### config.mk
export PLATFORM = sky130hd
export DESIGN_NAME = control
export DESIGN_NICKNAME = d
export VERILOG_FILES = /design/src/verilog/mips_pkg.sv /design/src/verilog/control.sv
export SDC_FILE = /design/constraint.sdc
export NUM_CORES = 1
export LEC_CHECK = 0
export BUFFER_PORTS_ARGS = -buffer_cell sky130_fd_sc_hd__buf_2
export CORE_AREA = 4 4 41 43
export DETAILED_ROUTE_END_ITERATION = 8
export DIE_AREA = 0 0 45 47
export GPL_ROUTABILITY_DRIVEN = 0
export GPL_TIMING_DRIVEN = 0
export PLACE_DENSITY_LB_ADDON = 0.05
export SYNTH_ARGS = -nofsm -noshare
export SYNTH_HDL_FRONTEND = slang
export SYNTH_SLANG_ARGS = --single-unit
### constraint.sdc
create_clock -name vclk -period 2
set_input_delay 0.3 -clock vclk [all_inputs]
set_output_delay 0.3 -clock vclk [all_outputs]
set_load 0.01 [all_outputs]
### src/verilog/mips_pkg.sv
package mips_pkg;

  localparam int XLEN       = 32;
  localparam int IMEM_WORDS = 256;
  localparam int DMEM_WORDS = 256;

  typedef enum logic [5:0] {
    OP_RTYPE = 6'h00,
    OP_J     = 6'h02,
    OP_BEQ   = 6'h04,
    OP_BNE   = 6'h05,
    OP_ADDI  = 6'h08,
    OP_ANDI  = 6'h0c,
    OP_ORI   = 6'h0d,
    OP_LW    = 6'h23,
    OP_SW    = 6'h2b
  } opcode_e;

  typedef enum logic [5:0] {
    FN_ADD = 6'h20,
    FN_SUB = 6'h22,
    FN_AND = 6'h24,
    FN_OR  = 6'h25,
    FN_SLT = 6'h2a
  } funct_e;

  typedef union packed {
    struct packed {
      logic [5:0] opcode;
      logic [4:0] rs;
      logic [4:0] rt;
      logic [4:0] rd;
      logic [4:0] shamt;
      logic [5:0] funct;
    } r_fmt;
    struct packed {
      logic [5:0]  opcode;
      logic [4:0]  rs;
      logic [4:0]  rt;
      logic [15:0] imm16;
    } i_fmt;  // low 26 bits double as jump target
  } instr_u;

  typedef enum logic [2:0] {
    ALU_ADD = 3'd0,
    ALU_SUB = 3'd1,
    ALU_AND = 3'd2,
    ALU_OR  = 3'd3,
    ALU_SLT = 3'd4
  } alu_op_e;

  typedef struct packed {
    logic    reg_dst;
    logic    reg_write;
    logic    mem_read;
    logic    mem_write;
    logic    mem_to_reg;
    logic    alu_src_imm;
    logic    ext_signed;
    alu_op_e alu_op;
    logic    beq;
    logic    bne;
    logic    jump;
  } ctrl_t;

  typedef struct packed {
    ctrl_t            ctrl;
    logic [XLEN-1:0]  op_a;
    logic [XLEN-1:0]  op_b;
    logic [15:0]      imm16;
    logic [4:0]       rd;
  } idex_t;

  typedef struct packed {
    logic            reg_write;
    logic            mem_read;
    logic            mem_write;
    logic [XLEN-1:0] alu;
    logic [XLEN-1:0] store_data;
    logic [4:0]      rd;
  } exmem_t;

  typedef struct packed {
    logic            reg_write;
    logic [XLEN-1:0] wdata;
    logic [4:0]      rd;
  } memwb_t;

  typedef enum logic [1:0] {
    FWD_NONE = 2'd0,
    FWD_EX   = 2'd1,
    FWD_MEM  = 2'd2
  } fwd_e;

endpackage
### src/verilog/control.sv
`timescale 1ns/10ps
module control (
  input  logic [5:0]      i_opcode,
  input  logic [5:0]      i_funct,
  input  logic            i_bubble,
  output mips_pkg::ctrl_t o_ctrl
);
  import mips_pkg::*;

  always_comb begin
    o_ctrl = '0;
    if (!i_bubble) begin
      case (i_opcode)
        OP_RTYPE: begin
          o_ctrl.reg_dst   = 1'b1;
          o_ctrl.reg_write = 1'b1;
          case (i_funct)
            FN_ADD:  o_ctrl.alu_op = ALU_ADD;
            FN_SUB:  o_ctrl.alu_op = ALU_SUB;
            FN_AND:  o_ctrl.alu_op = ALU_AND;
            FN_OR:   o_ctrl.alu_op = ALU_OR;
            FN_SLT:  o_ctrl.alu_op = ALU_SLT;
            default: o_ctrl = '0;  // shifts etc. become no-ops
          endcase
        end
        OP_ADDI: o_ctrl = '{reg_write: 1'b1, alu_src_imm: 1'b1, ext_signed: 1'b1,
                            alu_op: ALU_ADD, default: '0};
        OP_ANDI: o_ctrl = '{reg_write: 1'b1, alu_src_imm: 1'b1, alu_op: ALU_AND, default: '0};
        OP_ORI:  o_ctrl = '{reg_write: 1'b1, alu_src_imm: 1'b1, alu_op: ALU_OR, default: '0};
        OP_LW:   o_ctrl = '{reg_write: 1'b1, mem_read: 1'b1, mem_to_reg: 1'b1, alu_src_imm: 1'b1,
                            ext_signed: 1'b1, alu_op: ALU_ADD, default: '0};
        OP_SW:   o_ctrl = '{mem_write: 1'b1, alu_src_imm: 1'b1, ext_signed: 1'b1,
                            alu_op: ALU_ADD, default: '0};
        OP_BEQ:  o_ctrl = '{beq: 1'b1, ext_signed: 1'b1, alu_op: ALU_ADD, default: '0};
        OP_BNE:  o_ctrl = '{bne: 1'b1, ext_signed: 1'b1, alu_op: ALU_ADD, default: '0};
        OP_J:    o_ctrl = '{jump: 1'b1, alu_op: ALU_ADD, default: '0};
        default: o_ctrl = '0;
      endcase
    end
  end

endmodule

==> summary.md <==
| Metric | Value |
|---|---|
| Status | finished, final reports clean |
| Synth unique cells | 29 |
| RSZ-0062 raised after global routing | no |
| Drt total wl | 995 µm |
| Final Cycle Share | 0.943 |
| Via density per instance | 4.96 |
| Arrival time of the worst setup path | 1.59 ns |
| Max_cap viols | 0 |
| Via count | 422 |
| CP delay by family, top | simple AND/OR/NAND/NOR gates |
| Min-Delay Path Class | in -> out |
| Fin cells | 85 |
| CP Launch Type | input pin |
| Standard-cell rows | 13 |
| Final Net Count | 85 |
| Share of cells above drive strength 1 | 0.543 |
| Tmin final | 1.89 ns |
| Number of port buffers | 25 |
| HPWL Detailed | 809 µm |
| Global Route Usage Sum | 0.0913 |
| # diodes | 0 |
| DRT iter0 DRCs | 5 |
| First-pass GRT wire length | 1550 µm |
| Achievable frequency | 530 MHz |
| Seq/Total Area, Yosys | 0 |
| Crit-path most repeated cell | buf_2 |
| P&R area growth vs syn | 52.2% |
| Yosys warning count | 0 |
| Most common cell in the netlist | nor3_1 |
| Slew @ Worst Pin | 0.488 ns |
| Largest net degree at the start of global routing | 11 |
| Core area | 1300 µm² |
| Worst hold path depth | 3 |
| Placed Cells | 85 |
| Min-delay src | i_bubble |
| WL per Instance | 11.7 µm |
| Critical path class | in -> out |
| Setup bufs post-CTS | 0 |
| Die width | 45 µm |
| Number of nets still failing antenna checks after routing | 0 |
| CP Max Fanout | 7 |
| Crit-path cells | buf_2 > or3_4 > or2_4 > o221a_1 > nor3_2 > buf_2 |
| Drt first pass iters | 3 |
| Vias in the first global route | 366 |
| Sink of the worst hold path | o_ctrl[5] |
| Slew margin rel. | 0.675 |
| Die span in y | 47 µm |
| Crit-path slowest cell | or3_4 |
| Residual DRC count | 0 |
| Worst setup EP type | output port |
| GR Overflow Total | 0 |
| Setup violators final | 0 |
| Critical path data required time | 1.70 ns |
| Yosys top cell area share | 0.0791 |
| Initial antenna violation count | 0 |
| Syn Inst Count | 45 |
| Top post-synthesis cells by area | nor3_1, nor3_2, a32oi_1, nor4b_1, nand3b_1 |
| Fin. Hold Viols | 0 |
| Synth top cells by count | nor3_1, nor2_1 |
| I/O pin cnt | 26 |
| Leak Pwr | 0.208 nW |
| Mapped Nets | 58 |
| CP Buf/Inv Count | 2 |
| Total Die Area | 2120 µm² |
| Clock buf count | 0 |
| Power Dens Cells | 132 nW/µm² |
| Max incr delay on CP | 0.43 ns |
| Seq Cell Count | 0 |
| Largest area contributor in the netlist | nor3_1 |
| Setup TNS | 0 ns |
| Mapped Avg Cell Area | 7.03 µm² |
| Register area | 0 µm² |
| Max Slew Vio Count | 0 |
| Syn Std Cell Area | 317 µm² |
| Starting density of the core | 0.243 |
| VDD IR max | 0.0517 mV |
[kinds of logic (layout without fill, tap and decap cells)]
group | Yosys count | in the layout | synth area share
and+or+nand+nor | 29 | 29 | 0.625
AOI/OAI and AO/OA | 9 | 9 | 0.213
buffers and inverters | 5 | 30 | 0.0949
muxes | 2 | 2 | 0.0672
[layout make-up]
| class | instances | area [µm²] |
|---|---|---|
| plain buffers | 3 | 22.5 |
| fillers | 158 | 820 |
| multi-input cells | 40 | 308 |
| well taps | 15 | 18.8 |
| repair buffers | 25 | 125 |
| inverters | 2 | 7.51 |
[through the flow]
stage | utilization | area [µm²] | setup slack, ns | hold slack [ns] | total power [mW]
4_1_cts | 0.354 | 460 | 0.121 | 0.872 | 0.0609
3_5_place_dp | 0.354 | 460 | 0.119 | 0.870 | 0.0607
2_1_floorplan | - | 317 | 0.236 | 0.651 | 0.0339
6_report | 0.370 | 482 | 0.114 | 0.867 | 0.0638
5_1_grt | 0.370 | 482 | 0.0273 | 0.884 | 0.0708
3_3_place_gp | 0.354 | 460 | 0.113 | 0.868 | 0.0610
[worst max path at each step]
stage,startpoint,to,slack [ns],depth (start not counted)
final,i_opcode[0],o_ctrl[11],0.11,6
after global routing,i_opcode[0],o_ctrl[11],0.03,6
after CTS,i_opcode[0],o_ctrl[11],0.12,6
after detailed placement,i_opcode[0],o_ctrl[11],0.12,6
after global placement,i_opcode[0],o_ctrl[11],0.11,6
after floorplan,i_opcode[3],o_ctrl[5],0.24,4
[cell usage in the layout (no fill, tap or decap), types with 2 or more instances in the layout]
cell type	count
or3_4	2
nor3_1	4
inv_1	2
o21a_1	2
a32oi_1	2
nor2_1	2
buf_2	25
nand3_1	2
nor3_2	3
nand3b_1	2
a21oi_1	2
nor4b_1	2
nand2b_1	2
[repair_timing]
item | in CTS | in global routing
hold buffers | 0 | 0
setup endpoints to repair | 0 | 1
resized for setup | 0 | 4
[report_power, final]
group	internal, mW	total, mW	switching [mW]
sequential	0	0	0
clock	0	0	0
combinational	0.0282	0.0638	0.0355
[per-layer routing]
metal | wire (µm) | global-route usage | vias up
li1 | - | - | 225
met1 | 477 | 0.144 | 182
met2 | 446 | 0.147 | 15
met3 | 71 | 0 | 0
met4 | 0 | 0 | 0
met5 | 0 | 0 | -
Note: power is estimated with default switching activity, not from simulation.
