**config.mk**
```make
export PLATFORM = sky130hd
export DESIGN_NAME = hazard
export DESIGN_NICKNAME = d
export VERILOG_FILES = /design/src/verilog/mips_pkg.sv /design/src/verilog/hazard.sv
export SDC_FILE = /design/constraint.sdc
export NUM_CORES = 1
export LEC_CHECK = 0
export ABC_AREA = 1
export CAP_MARGIN = 20
export CORE_AREA = 3 3 40 42
export DETAILED_ROUTE_END_ITERATION = 8
export DIE_AREA = 0 0 43 45
export DONT_BUFFER_PORTS = 1
export SLEW_MARGIN = 30
export SYNTH_ARGS = -nofsm -noshare
export SYNTH_HDL_FRONTEND = slang
export SYNTH_SLANG_ARGS = --single-unit
```
**constraint.sdc**
```tcl
create_clock -name vclk -period 1.05
set_input_delay 0.1575 -clock vclk [all_inputs]
set_output_delay 0.1575 -clock vclk [all_outputs]
set_load 0.01 [all_outputs]
```
**src/verilog/mips_pkg.sv**
```systemverilog
package mips_pkg;

  localparam int XLEN       = 32;
  localparam int IMEM_WORDS = 256;
  localparam int DMEM_WORDS = 256;

  typedef enum logic [5:0] {
    OP_RTYPE = 6'h00,
    OP_J     = 6'h02,
    OP_BEQ   = 6'h04,
    OP_BNE   = 6'h05,
    OP_ADDI  = 6'h08,
    OP_ANDI  = 6'h0c,
    OP_ORI   = 6'h0d,
    OP_LW    = 6'h23,
    OP_SW    = 6'h2b
  } opcode_e;

  typedef enum logic [5:0] {
    FN_ADD = 6'h20,
    FN_SUB = 6'h22,
    FN_AND = 6'h24,
    FN_OR  = 6'h25,
    FN_SLT = 6'h2a
  } funct_e;

  typedef union packed {
    struct packed {
      logic [5:0] opcode;
      logic [4:0] rs;
      logic [4:0] rt;
      logic [4:0] rd;
      logic [4:0] shamt;
      logic [5:0] funct;
    } r_fmt;
    struct packed {
      logic [5:0]  opcode;
      logic [4:0]  rs;
      logic [4:0]  rt;
      logic [15:0] imm16;
    } i_fmt;  // low 26 bits double as jump target
  } instr_u;

  typedef enum logic [2:0] {
    ALU_ADD = 3'd0,
    ALU_SUB = 3'd1,
    ALU_AND = 3'd2,
    ALU_OR  = 3'd3,
    ALU_SLT = 3'd4
  } alu_op_e;

  typedef struct packed {
    logic    reg_dst;
    logic    reg_write;
    logic    mem_read;
    logic    mem_write;
    logic    mem_to_reg;
    logic    alu_src_imm;
    logic    ext_signed;
    alu_op_e alu_op;
    logic    beq;
    logic    bne;
    logic    jump;
  } ctrl_t;

  typedef struct packed {
    ctrl_t            ctrl;
    logic [XLEN-1:0]  op_a;
    logic [XLEN-1:0]  op_b;
    logic [15:0]      imm16;
    logic [4:0]       rd;
  } idex_t;

  typedef struct packed {
    logic            reg_write;
    logic            mem_read;
    logic            mem_write;
    logic [XLEN-1:0] alu;
    logic [XLEN-1:0] store_data;
    logic [4:0]      rd;
  } exmem_t;

  typedef struct packed {
    logic            reg_write;
    logic [XLEN-1:0] wdata;
    logic [4:0]      rd;
  } memwb_t;

  typedef enum logic [1:0] {
    FWD_NONE = 2'd0,
    FWD_EX   = 2'd1,
    FWD_MEM  = 2'd2
  } fwd_e;

endpackage
```
**src/verilog/hazard.sv**
```systemverilog
`timescale 1ns/10ps
module hazard (
  input  logic [4:0]     i_rs,
  input  logic [4:0]     i_rt,
  input  logic [4:0]     i_ex_rd,
  input  logic           i_ex_reg_write,
  input  logic           i_ex_mem_read,
  input  logic [4:0]     i_mem_rd,
  input  logic           i_mem_reg_write,
  output mips_pkg::fwd_e o_fwd_a,
  output mips_pkg::fwd_e o_fwd_b,
  output logic           o_stall
);
  import mips_pkg::*;

  // youngest producer wins
  function automatic fwd_e fwd_sel(input logic [4:0] r);
    if (r == 5'd0) return FWD_NONE;
    if (i_ex_reg_write && i_ex_rd == r) return FWD_EX;
    if (i_mem_reg_write && i_mem_rd == r) return FWD_MEM;
    return FWD_NONE;
  endfunction

  always_comb begin
    o_fwd_a = fwd_sel(i_rs);
    o_fwd_b = fwd_sel(i_rt);
  end

  // load data not ready until memory stage
  assign o_stall = i_ex_mem_read && (i_ex_rd != 5'd0) &&
                   ((i_ex_rd == i_rs) || (i_ex_rd == i_rt));

endmodule

```
==> results of run 1 <==
-- power groups by stage --
stage / registers, mW / clock network [mW] / logic, mW
2_1_floorplan: 0 / 0 / 0.118
3_3_place_gp: 0 / 0 / 0.135
3_5_place_dp: 0 / 0 / 0.136
4_1_cts: 0 / 0 / 0.137
5_1_grt: 0 / 0 / 0.156
6_report: 0 / 0 / 0.135
-- cell families (layout without fill, tap and decap cells) --
group	count (synthesis)	in the layout	synth area share
XOR/XNOR	5	5	0.103
buffers and inverters	17	17	0.150
AND/OR/NAND/NOR	61	61	0.647
AO/OA/AOI/OAI	7	7	0.100
-- area by class of cell --
class              instances  area (µm²)  area share
inverters                 17        63.8       0.144
well taps                 15        18.8      0.0423
multi-input cells         73         362       0.814
-- layer usage --
| metal | routed length (µm) | GRT usage | up-vias |
|---|---|---|---|
| met5 | 0 | 0 | - |
| met4 | 0 | 0 | 0 |
| met3 | 130 | 0.0239 | 0 |
| met2 | 568 | 0.231 | 21 |
| met1 | 463 | 0.150 | 213 |
| li1 | - | - | 274 |
-- metrics by stage --
| stage | hold slack [ps] | setup slack [ps] |
|---|---|---|
| 2_1_floorplan | 439 | 199 |
| 3_3_place_gp | 447 | 114 |
| 3_5_place_dp | 452 | 107 |
| 4_1_cts | 452 | 105 |
| 5_1_grt | 456 | 42.2 |
| 6_report | 451 | 116 |
-- critical path: stages --
cell and delay, ps:
inv_1 40, nand2_1 60, nand2_1 50, nor2_1 140
nand3_2 110, nor3_2 220
-- worst max path at each step --
stage                from          to  cells after the start
3_3_place_gp      i_rt[3]  o_fwd_b[0]                      6
4_1_cts           i_rt[3]  o_fwd_b[0]                      6
2_1_floorplan     i_rt[3]  o_fwd_b[0]                      6
5_1_grt        i_ex_rd[1]  o_fwd_b[0]                      6
6_report          i_rt[1]  o_fwd_b[0]                      6
3_5_place_dp      i_rt[1]  o_fwd_b[0]                      6
-- layout by cell type (no fill, tap or decap), drive strengths merged --
cell type  count
nor3           3
nand2         35
o21ai          4
xnor2          5
inv           17
o22ai          1
a21oi          1
nand4          1
nand3          6
nor2          16
o211ai         1
==> impl_metrics.json, run 1 <==
{
  "drv_cap": 0,
  "num-clock-buffers": 0,
  "final_util": 0.346,
  "period_share": 0.890,
  "yosysSeqAreaShare": 0,
  "worstPathArrival_ps": 780,
  "grt_usage": 0.121,
  "yosysTopAreaCell": "nand2_1",
  "grt_max_degree": 5,
  "regArea_um2": 0,
  "post_drt_wl_per_cell_um": 11.1,
  "rsz0062_at_grt": "no",
  "max-vdd-ir-drop_mv": 0.0945,
  "power_switching_mw": 0.0787,
  "gp_congestion": 0.771,
  "row_count": 13,
  "grt-ovfl-total": 0,
  "yosysUniqueCellTypes": 14,
  "crit_required_ps": 890,
  "p_int_mw": 0.0567,
  "finalSetupViolCount": 0,
  "holdCritPathClass": "primary input to primary output",
  "tightest_slew_ps": 260,
  "wirelength_um": 1160,
  "initial_utilization": 0.331,
  "ctsResizeCount": 0,
  "min_from": "i_ex_mem_read",
  "grt_pass1_vias": 480,
  "synthCells": 90,
  "final_cell_area_um2": 444,
  "seq_power_share": 0,
  "dieArea_um2": 1940,
  "syn_avg_cell_area_um2": 4.73,
  "post_cts_buffers": 0,
  "synth.area.top_cells": "nand2_1 (31%), inv_1 (12%), nor2_1 (11%), xnor2_1 (10%), nor3_2 (7.1%)",
  "p_clk_frac": 0,
  "slew_headroom": 0.826,
  "period_minus_slack_ps": 934,
  "post-dp-hpwl_um": 1070,
  "slew_violations": 0,
  "p_sw_frac": 0.581,
  "core_area_um2": 1280,
  "dp.cells": 105,
  "netlist_area_um2": 425,
  "hold_buffers": 0,
  "num_io_pins": 28,
  "die_h_um": 45,
  "die_w_um": 43,
  "holdPathStages": 2,
  "final_hold_viol_count": 0,
  "antenna_found_initial": 0,
  "synth_common_cells": "nand2_1 (35), inv_1 (14), nor2_1 (13), xnor2_1 (5)",
  "p_total_mw": 0.135,
  "critPathMaxFanout": 3,
  "grt_first_pass_wirelength_um": 1890,
  "layout-drive-gt1-share": 0.133,
  "synth_top_area_frac": 0.309,
  "fmax_ghz": 1.07,
  "diodes": 0,
  "worst_setup_path_start_kind": "primary input",
  "postRouteAntennaNets": 0,
  "areaGrowthSynthToFinish_pct": 4.41,
  "power_density_nw_per_um2": 305,
  "dr.pass1.iters": 4,
  "avgViaCountPerCell": 4.84,
  "crit_path_end_kind": "primary output",
  "dr.first_iter.drc_count": 13,
  "layout.cells.non_filler": 105,
  "status": "finished, final reports clean",
  "drc": 0,
  "ys_warn_count": 0,
  "comb_power_share": 1.000,
  "min_to": "o_stall",
  "leakage_nw": 0.248,
  "tns_ps": 0,
  "route.vias.total": 508,
  "flops_and_latches": 0,
  "port_buffers": 0,
  "syn-num-nets": 113,
  "fillers": 154,
  "path_class": "primary input to primary output",
  "fin_nets": 115,
  "place_area_um2": 444,
  "synth_most_common_cell": "nand2_1"
}
No activity file was read; power rests on OpenSTA's default activity.
==> inputs of run 2 (changes only) <==
CAP_MARGIN = not set   (was 20)
CELL_PAD_IN_SITES_DETAIL_PLACEMENT = 2   (was not set)
CELL_PAD_IN_SITES_GLOBAL_PLACEMENT = 2   (was not set)
CORE_AREA = 3 3 42 44   (was 3 3 40 42)
DIE_AREA = 0 0 45 47   (was 0 0 43 45)
PLACE_DENSITY_LB_ADDON = 0.1   (was not set)
==> impl_metrics.json, run 2 (synthesis results as in run 1) <==
{
  "status": "finished, final reports clean",
  "critPathMaxFanout": 4,
  "gp_congestion": 0.727,
  "power_switching_mw": 0.0869,
  "hold_slack_ps": 458,
  "seq_power_share": 0,
  "areaGrowthSynthToFinish_pct": 7.35,
  "finalSetupViolCount": 0,
  "comb_power_share": 1.000,
  "flops_and_latches": 0,
  "crit_slowest_cell": "nor2_1",
  "crit_path_max_incr_delay_ps": 190,
  "die_w_um": 45,
  "row_count": 14,
  "path_buf_inv": 1,
  "port_buffers": 0,
  "holdCritPathClass": "primary input to primary output",
  "rsz0062_at_grt": "no",
  "dr.first_iter.drc_count": 1,
  "antenna_found_initial": 0,
  "hold_buffers": 0,
  "wirelength_um": 1420,
  "final_cell_mix": "nand2_1 (35), inv_1 (14), nor2_1 (11), nor2_2 (5), xnor2_1 (5)",
  "crit_path_end_kind": "primary output",
  "grt_max_degree": 5,
  "worstPathArrival_ps": 800,
  "regArea_um2": 0,
  "p_clk_frac": 0,
  "p_int_mw": 0.0577,
  "postRouteAntennaNets": 0,
  "min_from": "i_ex_mem_read",
  "slew_headroom": 0.854,
  "layout-drive-gt1-share": 0.156,
  "route.vias.total": 528,
  "fmax_ghz": 1.05,
  "post_drt_wl_per_cell_um": 13.4,
  "initial_utilization": 0.289,
  "grt_usage": 0.147,
  "post_cts_buffers": 0,
  "dp_slack_ps": 88.4,
  "path_class": "primary input to primary output",
  "grt_first_pass_wirelength_um": 2350,
  "power_density_nw_per_um2": 316,
  "fin_nets": 115,
  "max-vdd-ir-drop_mv": 0.0855,
  "drv_cap": 0,
  "drc": 0,
  "multi_input_area_um2": 373,
  "crit_chain": "inv_1 > nand2_1 > nand2_1 > nor2_2 > nand3_2 > nor2_1 > nor2_1",
  "diodes": 0,
  "crit_required_ps": 890,
  "final_util": 0.310,
  "worst_setup_path_start_kind": "primary input",
  "p_sw_frac": 0.601,
  "period_share": 0.909,
  "dieArea_um2": 2120,
  "tightest_slew_ps": 217,
  "layout_setup_ws_ps": 95.0,
  "critPathTopFamily": "simple AND/OR/NAND/NOR gates",
  "tns_ps": 0,
  "period_minus_slack_ps": 955,
  "leakage_nw": 0.245,
  "final_hold_viol_count": 0,
  "layout_commonest_cell": "nand2_1",
  "critPathLaunch": "i_rt[2]",
  "place_area_um2": 445,
  "num_io_pins": 28,
  "grt-ovfl-total": 0,
  "core_area_um2": 1470,
  "dr.pass1.iters": 2,
  "grt_pass1_vias": 529,
  "die_h_um": 47,
  "slew_violations": 0,
  "final_cell_area_um2": 457,
  "post-dp-hpwl_um": 1360,
  "fillers": 213,
  "avgViaCountPerCell": 4.98,
  "num-clock-buffers": 0
}
run 2: cell count changes in the layout (fill, tap and decap cells not counted):
cell,delta
nor2_1,-2
nor2_2,+2
nor3_2,-1
nor3_4,+1
run 2: path summary, 6_finish.rpt:
| check | end | cells after the start |
|---|---|---|
| worst max-delay path | o_fwd_b[1] | 7 |
| worst min-delay path | o_stall | 2 |
run 2: metrics by stage:
| step | instances | power (mW) |
|---|---|---|
| 6_report | 106 | 0.145 |
| 4_1_cts | 106 | 0.144 |
| 2_1_floorplan | 90 | 0.118 |
| 5_1_grt | 106 | 0.169 |
| 3_3_place_gp | 106 | 0.139 |
| 3_5_place_dp | 106 | 0.143 |
run 2: repair_timing:
action / 4_1_cts / 5_1_grt
resized for setup: 0 / 3
setup endpoints to repair: 0 / 3
endpoints found under the hold margin: 0 / 0
run 2: power by group through the flow:
stage / sequential [mW] / clock (mW) / combinational, mW
3_5_place_dp: 0 / 0 / 0.143
2_1_floorplan: 0 / 0 / 0.118
6_report: 0 / 0 / 0.145
3_3_place_gp: 0 / 0 / 0.139
5_1_grt: 0 / 0 / 0.169
4_1_cts: 0 / 0 / 0.144
run 2: area by class of cell:
| cell class | count | share of cell area |
|---|---|---|
| inverter | 17 | 0.140 |
| tap | 16 | 0.0438 |
| multi-input combinational | 73 | 0.816 |
run 2: layer usage:
layer,share of wire,global-route usage
met1,0.45,0.207
met2,0.48,0.257
met3,0.070,0.0153
met4,0,0
met5,0,0
