<file path="src/verilog/mips_pkg.sv">
package mips_pkg;

  localparam int XLEN       = 32;
  localparam int IMEM_WORDS = 256;
  localparam int DMEM_WORDS = 256;

  typedef enum logic [5:0] {
    OP_RTYPE = 6'h00,
    OP_J     = 6'h02,
    OP_BEQ   = 6'h04,
    OP_BNE   = 6'h05,
    OP_ADDI  = 6'h08,
    OP_ANDI  = 6'h0c,
    OP_ORI   = 6'h0d,
    OP_LW    = 6'h23,
    OP_SW    = 6'h2b
  } opcode_e;

  typedef enum logic [5:0] {
    FN_ADD = 6'h20,
    FN_SUB = 6'h22,
    FN_AND = 6'h24,
    FN_OR  = 6'h25,
    FN_SLT = 6'h2a
  } funct_e;

  typedef union packed {
    struct packed {
      logic [5:0] opcode;
      logic [4:0] rs;
      logic [4:0] rt;
      logic [4:0] rd;
      logic [4:0] shamt;
      logic [5:0] funct;
    } r_fmt;
    struct packed {
      logic [5:0]  opcode;
      logic [4:0]  rs;
      logic [4:0]  rt;
      logic [15:0] imm16;
    } i_fmt;  // low 26 bits double as jump target
  } instr_u;

  typedef enum logic [2:0] {
    ALU_ADD = 3'd0,
    ALU_SUB = 3'd1,
    ALU_AND = 3'd2,
    ALU_OR  = 3'd3,
    ALU_SLT = 3'd4
  } alu_op_e;

  typedef struct packed {
    logic    reg_dst;
    logic    reg_write;
    logic    mem_read;
    logic    mem_write;
    logic    mem_to_reg;
    logic    alu_src_imm;
    logic    ext_signed;
    alu_op_e alu_op;
    logic    beq;
    logic    bne;
    logic    jump;
  } ctrl_t;

  typedef struct packed {
    ctrl_t            ctrl;
    logic [XLEN-1:0]  op_a;
    logic [XLEN-1:0]  op_b;
    logic [15:0]      imm16;
    logic [4:0]       rd;
  } idex_t;

  typedef struct packed {
    logic            reg_write;
    logic            mem_read;
    logic            mem_write;
    logic [XLEN-1:0] alu;
    logic [XLEN-1:0] store_data;
    logic [4:0]      rd;
  } exmem_t;

  typedef struct packed {
    logic            reg_write;
    logic [XLEN-1:0] wdata;
    logic [4:0]      rd;
  } memwb_t;

  typedef enum logic [1:0] {
    FWD_NONE = 2'd0,
    FWD_EX   = 2'd1,
    FWD_MEM  = 2'd2
  } fwd_e;

endpackage
</file>
<file path="src/verilog/execute.sv">
`timescale 1ns/10ps
module execute (
  input  logic                      i_clk,
  input  logic                      i_rst_n,
  input  mips_pkg::idex_t           i_idex,
  output logic [mips_pkg::XLEN-1:0] o_result,
  output mips_pkg::exmem_t          o_exmem
);
  import mips_pkg::*;

  logic [XLEN-1:0] imm_ext;
  logic [XLEN-1:0] alu_b;

  assign imm_ext = i_idex.ctrl.ext_signed ? {{16{i_idex.imm16[15]}}, i_idex.imm16}
                                          : {16'h0000, i_idex.imm16};
  assign alu_b   = i_idex.ctrl.alu_src_imm ? imm_ext : i_idex.op_b;

  always_comb begin
    case (i_idex.ctrl.alu_op)
      ALU_SUB: o_result = i_idex.op_a - alu_b;
      ALU_AND: o_result = i_idex.op_a & alu_b;
      ALU_OR:  o_result = i_idex.op_a | alu_b;
      ALU_SLT: o_result = {31'd0, $signed(i_idex.op_a) < $signed(alu_b)};
      default: o_result = i_idex.op_a + alu_b;
    endcase
  end

  always_ff @(posedge i_clk) begin
    if (!i_rst_n) begin
      o_exmem <= '0;
    end else begin
      o_exmem.reg_write  <= i_idex.ctrl.reg_write;
      o_exmem.mem_read   <= i_idex.ctrl.mem_to_reg;  // selects load data downstream
      o_exmem.mem_write  <= i_idex.ctrl.mem_write;
      o_exmem.alu        <= o_result;
      o_exmem.store_data <= i_idex.op_b;
      o_exmem.rd         <= i_idex.rd;
    end
  end

endmodule

</file>
<file path="config.mk">
export PLATFORM = sky130hd
export DESIGN_NAME = execute
export DESIGN_NICKNAME = d
export VERILOG_FILES = /design/src/verilog/mips_pkg.sv /design/src/verilog/execute.sv
export SDC_FILE = /design/constraint.sdc
export NUM_CORES = 1
export LEC_CHECK = 0
export BUFFER_PORTS_ARGS = -buffer_cell sky130_fd_sc_hd__clkbuf_2
export CORE_UTILIZATION = 59
export DETAILED_ROUTE_END_ITERATION = 10
export HOLD_SLACK_MARGIN = 0.05
export PLACE_DENSITY_LB_ADDON = 0.25
export SETUP_SLACK_MARGIN = 0.1
export SLEW_MARGIN = 10
export SYNTH_ARGS = -nofsm -noshare
export SYNTH_HDL_FRONTEND = slang
export SYNTH_SLANG_ARGS = --single-unit
export TNS_END_PERCENT = 10
</file>
<file path="constraint.sdc">
create_clock -name i_clk -period 5.85 [get_ports i_clk]
set_clock_uncertainty 0.05 [all_clocks]
set_input_delay 0.585 -clock i_clk [delete_from_list [all_inputs] [get_ports i_clk]]
set_output_delay 0.585 -clock i_clk [all_outputs]
set_load 0.005 [all_outputs]
</file>
==> flow_metrics.py, run 1 <==
metrics = {
    "status": {
        "status": "completed",
    },
    "timing": {
        "slew_viol_final": 0,
        "rsz0062_at_grt": "no",
        "final-setup-viol-count": 0,
        "finalSetupTns_ns": 0,
        "slew_headroom_pct": 26.77,
        "period_minus_slack_ns": 5.185,
        "whs_ns": 0.3832,
        "fmax_mhz": 192.9,
        "period_share_pct": 88.63,
        "tightest_slew_ns": 1.093,
        "hold_viol": 0,
    },
    "clocking": {
        "root_buffer": "clkbuf_16",
        "cts_tree": "built",
        "clock-sinks": 72,
        "cts.path.max_buffers": 2,
        "cts_setup_buffers": 0,
        "post_cts_resize_count": 0,
        "clk_pin_slew_ns": 0.06,
        "htreeDepth": 3,
        "cts_buffers": 9,
        "cts_hold_buf": 0,
    },
    "route": {
        "drt-vias-per-instance": 6.020,
        "initialDrtViolationCount": 852,
        "vias": 8049,
        "drc": 0,
        "dr.pass1.iters": 5,
        "postRouteAntennaNets": 0,
        "wl_um": 22000,
        "routedWlPerCell_um": 16.45,
    },
    "cells_and_area": {
        "diodes": 0,
        "area_growth_pct": 18.92,
        "fin_nets": 1362,
        "regMostFlops": "o_exmem",
        "largest_registers": "o_exmem (72)",
        "largest_reg_flops": 72,
        "drive_gt1_share_pct": 21.56,
    },
    "grt": {
        "grt_pass1_wl_um": 35200,
        "grt_remaining_overflow": 0,
        "grt_pass1_vias": 7328,
        "grt_max_degree": 69,
        "antenna_found_initial": 0,
        "grt_util_all_layers_pct": 33.98,
    },
    "floorplanning": {
        "die_h_um": 113.8,
        "start_util_pct": 60.87,
        "design.core.area_um2": 12110,
        "dieArea_um2": 12950,
        "dieWidth_um": 113.8,
        "io_pins": 204,
        "rows": 40,
    },
    "logic_synthesis": {
        "syn_area_um2": 7372,
        "yosys_register_bits": 72,
        "yosys-top-cells-area": "dfxtp_1 (20%), ha_1 (16%), nor2_1 (6.2%)",
        "async_reset_ff_share_pct": 0,
        "synth_cells": 1001,
        "synth.largest_area_cell": "dfxtp_1",
        "yosys.area.top_type_share_pct": 19.55,
        "synth_flop_cell": "dfxtp_1",
        "synth_nets": 1199,
        "ys_seq_area_share_pct": 19.55,
        "yosys_warnings": 0,
        "syn_area_per_cell_um2": 7.365,
        "yosys.cell_types.count": 71,
        "synth-edff-count": 0,
    },
    "setup_path": {
        "crit_required_ns": 5.22,
        "crit_fanout": 16,
        "path_class": "in -> out",
        "cp-start-kind": "input port",
        "end_kind": "primary output",
        "arrival_ns": 4.55,
    },
    "worst_hold_path": {
        "whs_endpoint": "o_exmem[0]$_SDFF_PN0_",
        "hold_start": "i_idex[0]",
        "min_path_cells": 2,
        "hold_path.class": "in -> reg",
    },
    "placement": {
        "dpl.hpwl_um": 16480,
        "portBuffers": 198,
        "gp_congestion": 1.014,
    },
    "power": {
        "peakVddDrop_mv": 0.1557,
        "power.density_nw_per_um2": 232.8,
        "leakagePower_uw": 0.004394,
    },
    "job": {
        "maxCapViolCount": 0,
    },
}
==> per-stage QoR <==
| step | worst slack, ns | area, µm² | total power, µW | instances | utilization [%] |
|---|---|---|---|---|---|
| after floorplan | 1.492 | 7372 | 1130 | 1001 | - |
| after global placement | 0.7972 | 8439 | 1389 | 1321 | 69.68 |
| after detailed placement | 0.7448 | 8439 | 1405 | 1321 | 69.68 |
| after CTS | 0.6910 | 8767 | 2028 | 1337 | 72.39 |
| after global routing | 0.3287 | 8767 | 2157 | 1337 | 72.39 |
| final | 0.6650 | 8767 | 2041 | 1337 | 72.39 |
==> per-layer routing <==
metal	wire [µm]	up-vias	track usage (%)
li1	-	3859	-
met4	795	0	16.02
met5	0	-	0
met3	2090	73	7.386
met2	9940	475	54.96
met1	9170	3642	43.11
==> cells by family (layout without fill, tap and decap cells) <==
kind of cell    after synthesis  in the layout  share of synthesized area, %
mux                          21             21                         2.851
buf+inv                     161            329                         8.554
flops                        72             72                         19.55
compound gates              314            314                         29.80
xor+xnor                      3              3                        0.3565
fa+ha+maj                    98             98                         16.84
simple gates                332            332                         22.05
==> worst max path at each step <==
stage / slack, ns / endpoint / depth (start not counted) / startpoint
after floorplan: 1.49 / o_result[27] / 13 / i_idex[92]
after global placement: 0.80 / o_result[27] / 14 / i_idex[92]
after detailed placement: 0.74 / o_result[0] / 15 / i_idex[92]
after CTS: 0.69 / o_result[0] / 15 / i_idex[92]
after global routing: 0.33 / o_result[0] / 15 / i_idex[92]
final: 0.66 / o_result[0] / 15 / i_idex[92]
==> power by group <==
part	switching [µW]	leakage [µW]	internal [µW]
sequential	11.7	0.000600	536
clock	243	0.000157	378
combinational	524	0.00364	349
total	778	0.00439	1260
==> synth_stat cells (5+ instances only) <==
master    number
a211oi_1       9
a21o_1        12
a21oi_1       85
a221o_1       17
a221oi_1      10
a31oi_1       17
and2_1        66
buf_2          8
clkbuf_1      44
dfxtp_1       72
ha_1          96
inv_1        103
mux2i_1       21
nand2_1       57
nand2b_1       9
nand3_1       11
nand4_1       11
nor2_1       122
nor2b_1       10
nor3_1        17
nor4_1         6
o211ai_1      13
o21a_1        10
o21ai_0       43
o21bai_1      15
o221ai_1      14
o22ai_1       10
o31ai_1        9
or3_1          5
==> placed cells by master (no fill, tap or decap), types with 13 or more instances in the layout <==
cell type,instances
and2_1,66
clkbuf_2,198
ha_1,96
dfxtp_1,72
o221ai_1,14
nor2_1,122
o21ai_0,43
inv_1,103
nand2_1,57
a221o_1,17
a21oi_1,85
mux2i_1,21
nor3_1,17
o211ai_1,13
a31oi_1,17
o21bai_1,15
==> critical path: stages <==
cell	delay, ns
clkbuf_2	0.35
and2_1	0.63
nor2_1	0.16
inv_1	0.13
ha_1	0.38
inv_1	0.19
a21oi_1	0.19
o31ai_1	0.16
a221oi_1	0.44
nand2_1	0.11
o21ai_0	0.35
a21oi_1	0.13
o41ai_1	0.41
o21a_1	0.19
clkbuf_2	0.12
==> area by class of cell <==
type	instances	area, µm²
Multi-Input combinational cell	768	5320
Inverter	103	386.6
Fill cell	1073	3344
Timing Repair Buffer	210	1081
Clock inverter	7	102.6
Clock buffer	9	225.2
Sequential cell	72	1441
Tap cell	168	210.2
Power figures use the tool's default switching activity.
==> inputs of run 2 (changes only) <==
==> constraint.sdc (replaced) <==
create_clock -name i_clk -period 5.85 [get_ports i_clk]
set_clock_uncertainty 0.05 [all_clocks]
set_input_delay 1.17 -clock i_clk [delete_from_list [all_inputs] [get_ports i_clk]]
set_output_delay 1.17 -clock i_clk [all_outputs]
set_load 0.005 [all_outputs]
==> run 2 against run 1 <==
Against the previous run:
- core utilization increased by 2.8 points
- first-iteration DRC count shrank 2.1%
- maximum frequency fell by 9.1%
- highest routed layer unchanged
==> flow_metrics.py, run 2 (synthesis results as in run 1) <==
metrics = {
    "status": {
        "status": "completed",
    },
    "route": {
        "drc": 0,
        "routedWlPerCell_um": 16.95,
        "drt-vias-per-instance": 6.023,
        "postRouteAntennaNets": 0,
        "wl_um": 23170,
        "dr.pass1.iters": 6,
        "initialDrtViolationCount": 834,
        "vias": 8233,
    },
    "cells_and_area": {
        "num-fill-cells": 1003,
        "drive_gt1_share_pct": 25.35,
        "largest_registers": "o_exmem (72)",
        "regMostFlops": "o_exmem",
        "largest_reg_flops": 72,
        "area_growth_pct": 23.46,
        "final_common_cell": "clkbuf_2",
        "finalInstanceArea_um2": 9101,
        "fin_cells": 1367,
        "final_cell_mix": "clkbuf_2 (198), nor2_1 (122), inv_1 (103), ha_1 (92), a21oi_1 (81)",
        "diodes": 0,
        "fin_nets": 1392,
    },
    "floorplanning": {
        "die_h_um": 113.8,
        "design.core.area_um2": 12110,
        "io_pins": 204,
        "start_util_pct": 60.87,
        "dieWidth_um": 113.8,
        "dieArea_um2": 12950,
        "rows": 40,
    },
    "grt": {
        "grt_remaining_overflow": 0,
        "grt_pass1_wl_um": 36770,
        "grt_max_degree": 69,
        "grt_pass1_vias": 7429,
        "antenna_found_initial": 0,
        "grt_util_all_layers_pct": 35.46,
    },
    "setup_path": {
        "path_class": "in -> out",
        "crit_fanout": 15,
        "end_kind": "primary output",
        "crit_required_ns": 4.63,
        "cp-start-kind": "input port",
        "arrival_ns": 4.48,
    },
    "power": {
        "peakVddDrop_mv": 0.1233,
        "power.total_uw": 2060,
        "leakagePower_uw": 0.004544,
        "power.density_nw_per_um2": 226.3,
    },
    "timing": {
        "slew_headroom_pct": 39.35,
        "final-setup-viol-count": 0,
        "tightest_slew_ns": 0.9054,
        "hold_viol": 0,
        "period_share_pct": 97.47,
        "rsz0062_at_grt": "yes",
        "fmax_mhz": 175.4,
        "period_minus_slack_ns": 5.702,
        "slew_viol_final": 0,
        "whs_ns": 0.9675,
    },
    "clocking": {
        "clk_pin_slew_ns": 0.07,
        "htreeDepth": 3,
        "cts.path.max_buffers": 2,
        "root_buffer": "clkbuf_16",
        "cts_tree": "built",
        "clock-sinks": 72,
        "cts_buffers": 9,
    },
    "placement": {
        "placed_cell_area_um2": 8675,
        "dpl.hpwl_um": 17270,
        "post-place-cells": 1349,
        "gp_congestion": 1.010,
        "portBuffers": 198,
    },
    "job": {
        "maxCapViolCount": 0,
    },
    "worst_hold_path": {
        "hold_path.class": "in -> reg",
    },
}
[run 2: cell types whose count changed in the layout (fill, tap and decap cells not counted), sizes merged]
cell / change
buf: +30
inv: +4
bufinv: -2
clkinv: -2
[run 2: timing repair]
| item | CTS | global route |
|---|---|---|
| hold buffers | 0 | 0 |
| gates resized for setup | 3 | 26 |
| endpoints found under the setup margin | 7 | 14 |
| pin swaps | 0 | 9 |
| setup buffers | 0 | 2 |
[run 2: routing by layer]
metal | wire, µm | vias to the layer above | global-route usage (%)
li1 | - | 3930 | -
met1 | 9772 | 3766 | 46.28
met2 | 10660 | 466 | 58.37
met3 | 2030 | 71 | 5.154
met4 | 707 | 0 | 15.24
met5 | 0 | - | 0
[run 2: cell type report]
type	instances	area (µm²)	area share [%]
Clock buffer	9	225.2	2.475
Tap cell	168	210.2	2.310
Inverter	103	386.6	4.248
Sequential cell	72	1441	15.84
Clock inverter	7	67.56	0.7424
Multi-Input combinational cell	768	5435	59.72
Timing Repair Buffer	240	1335	14.67
[run 2: final timing paths]
| kind | startpoint | end | cells past startpoint |
|---|---|---|---|
| max | i_idex[92] | o_result[26] | 17 |
| min | i_idex[3] | o_exmem[3]$_SDFF_PN0_ | 2 |
[run 2: per-stage QoR]
step / util (%) / worst slack, ns / setup TNS [ns]
2_1_floorplan: - / 0.3217 / 0
3_3_place_gp: 71.62 / 0.08484 / 0
3_5_place_dp: 71.62 / 0.01820 / 0
4_1_cts: 74.20 / 0.09079 / 0
5_1_grt: 75.14 / -0.09596 / -0.1238
6_report: 75.14 / 0.1479 / 0
[run 2: where the power goes]
part / total (µW) / switching [µW] / internal (µW) / leakage, µW
Clock: 570 / 269 / 301 / 0.000143
Sequential: 549 / 13.3 / 535 / 0.000600
Combinational: 941 / 552 / 389 / 0.00380
[run 2: critical path, cell delays in order]
cell and delay (ns):
clkbuf_2 0.12, buf_12 0.16, mux2i_1 0.15, inv_1 0.09, ha_2 0.23, inv_1 0.08
fa_1 0.45, nor2b_2 0.18, o2111ai_2 0.15, a211oi_2 0.33, o211ai_1 0.26, nand2_2 0.18
a31oi_2 0.16, a22o_1 0.22, a211oi_2 0.25, o21ai_0 0.13, clkbuf_2 0.16
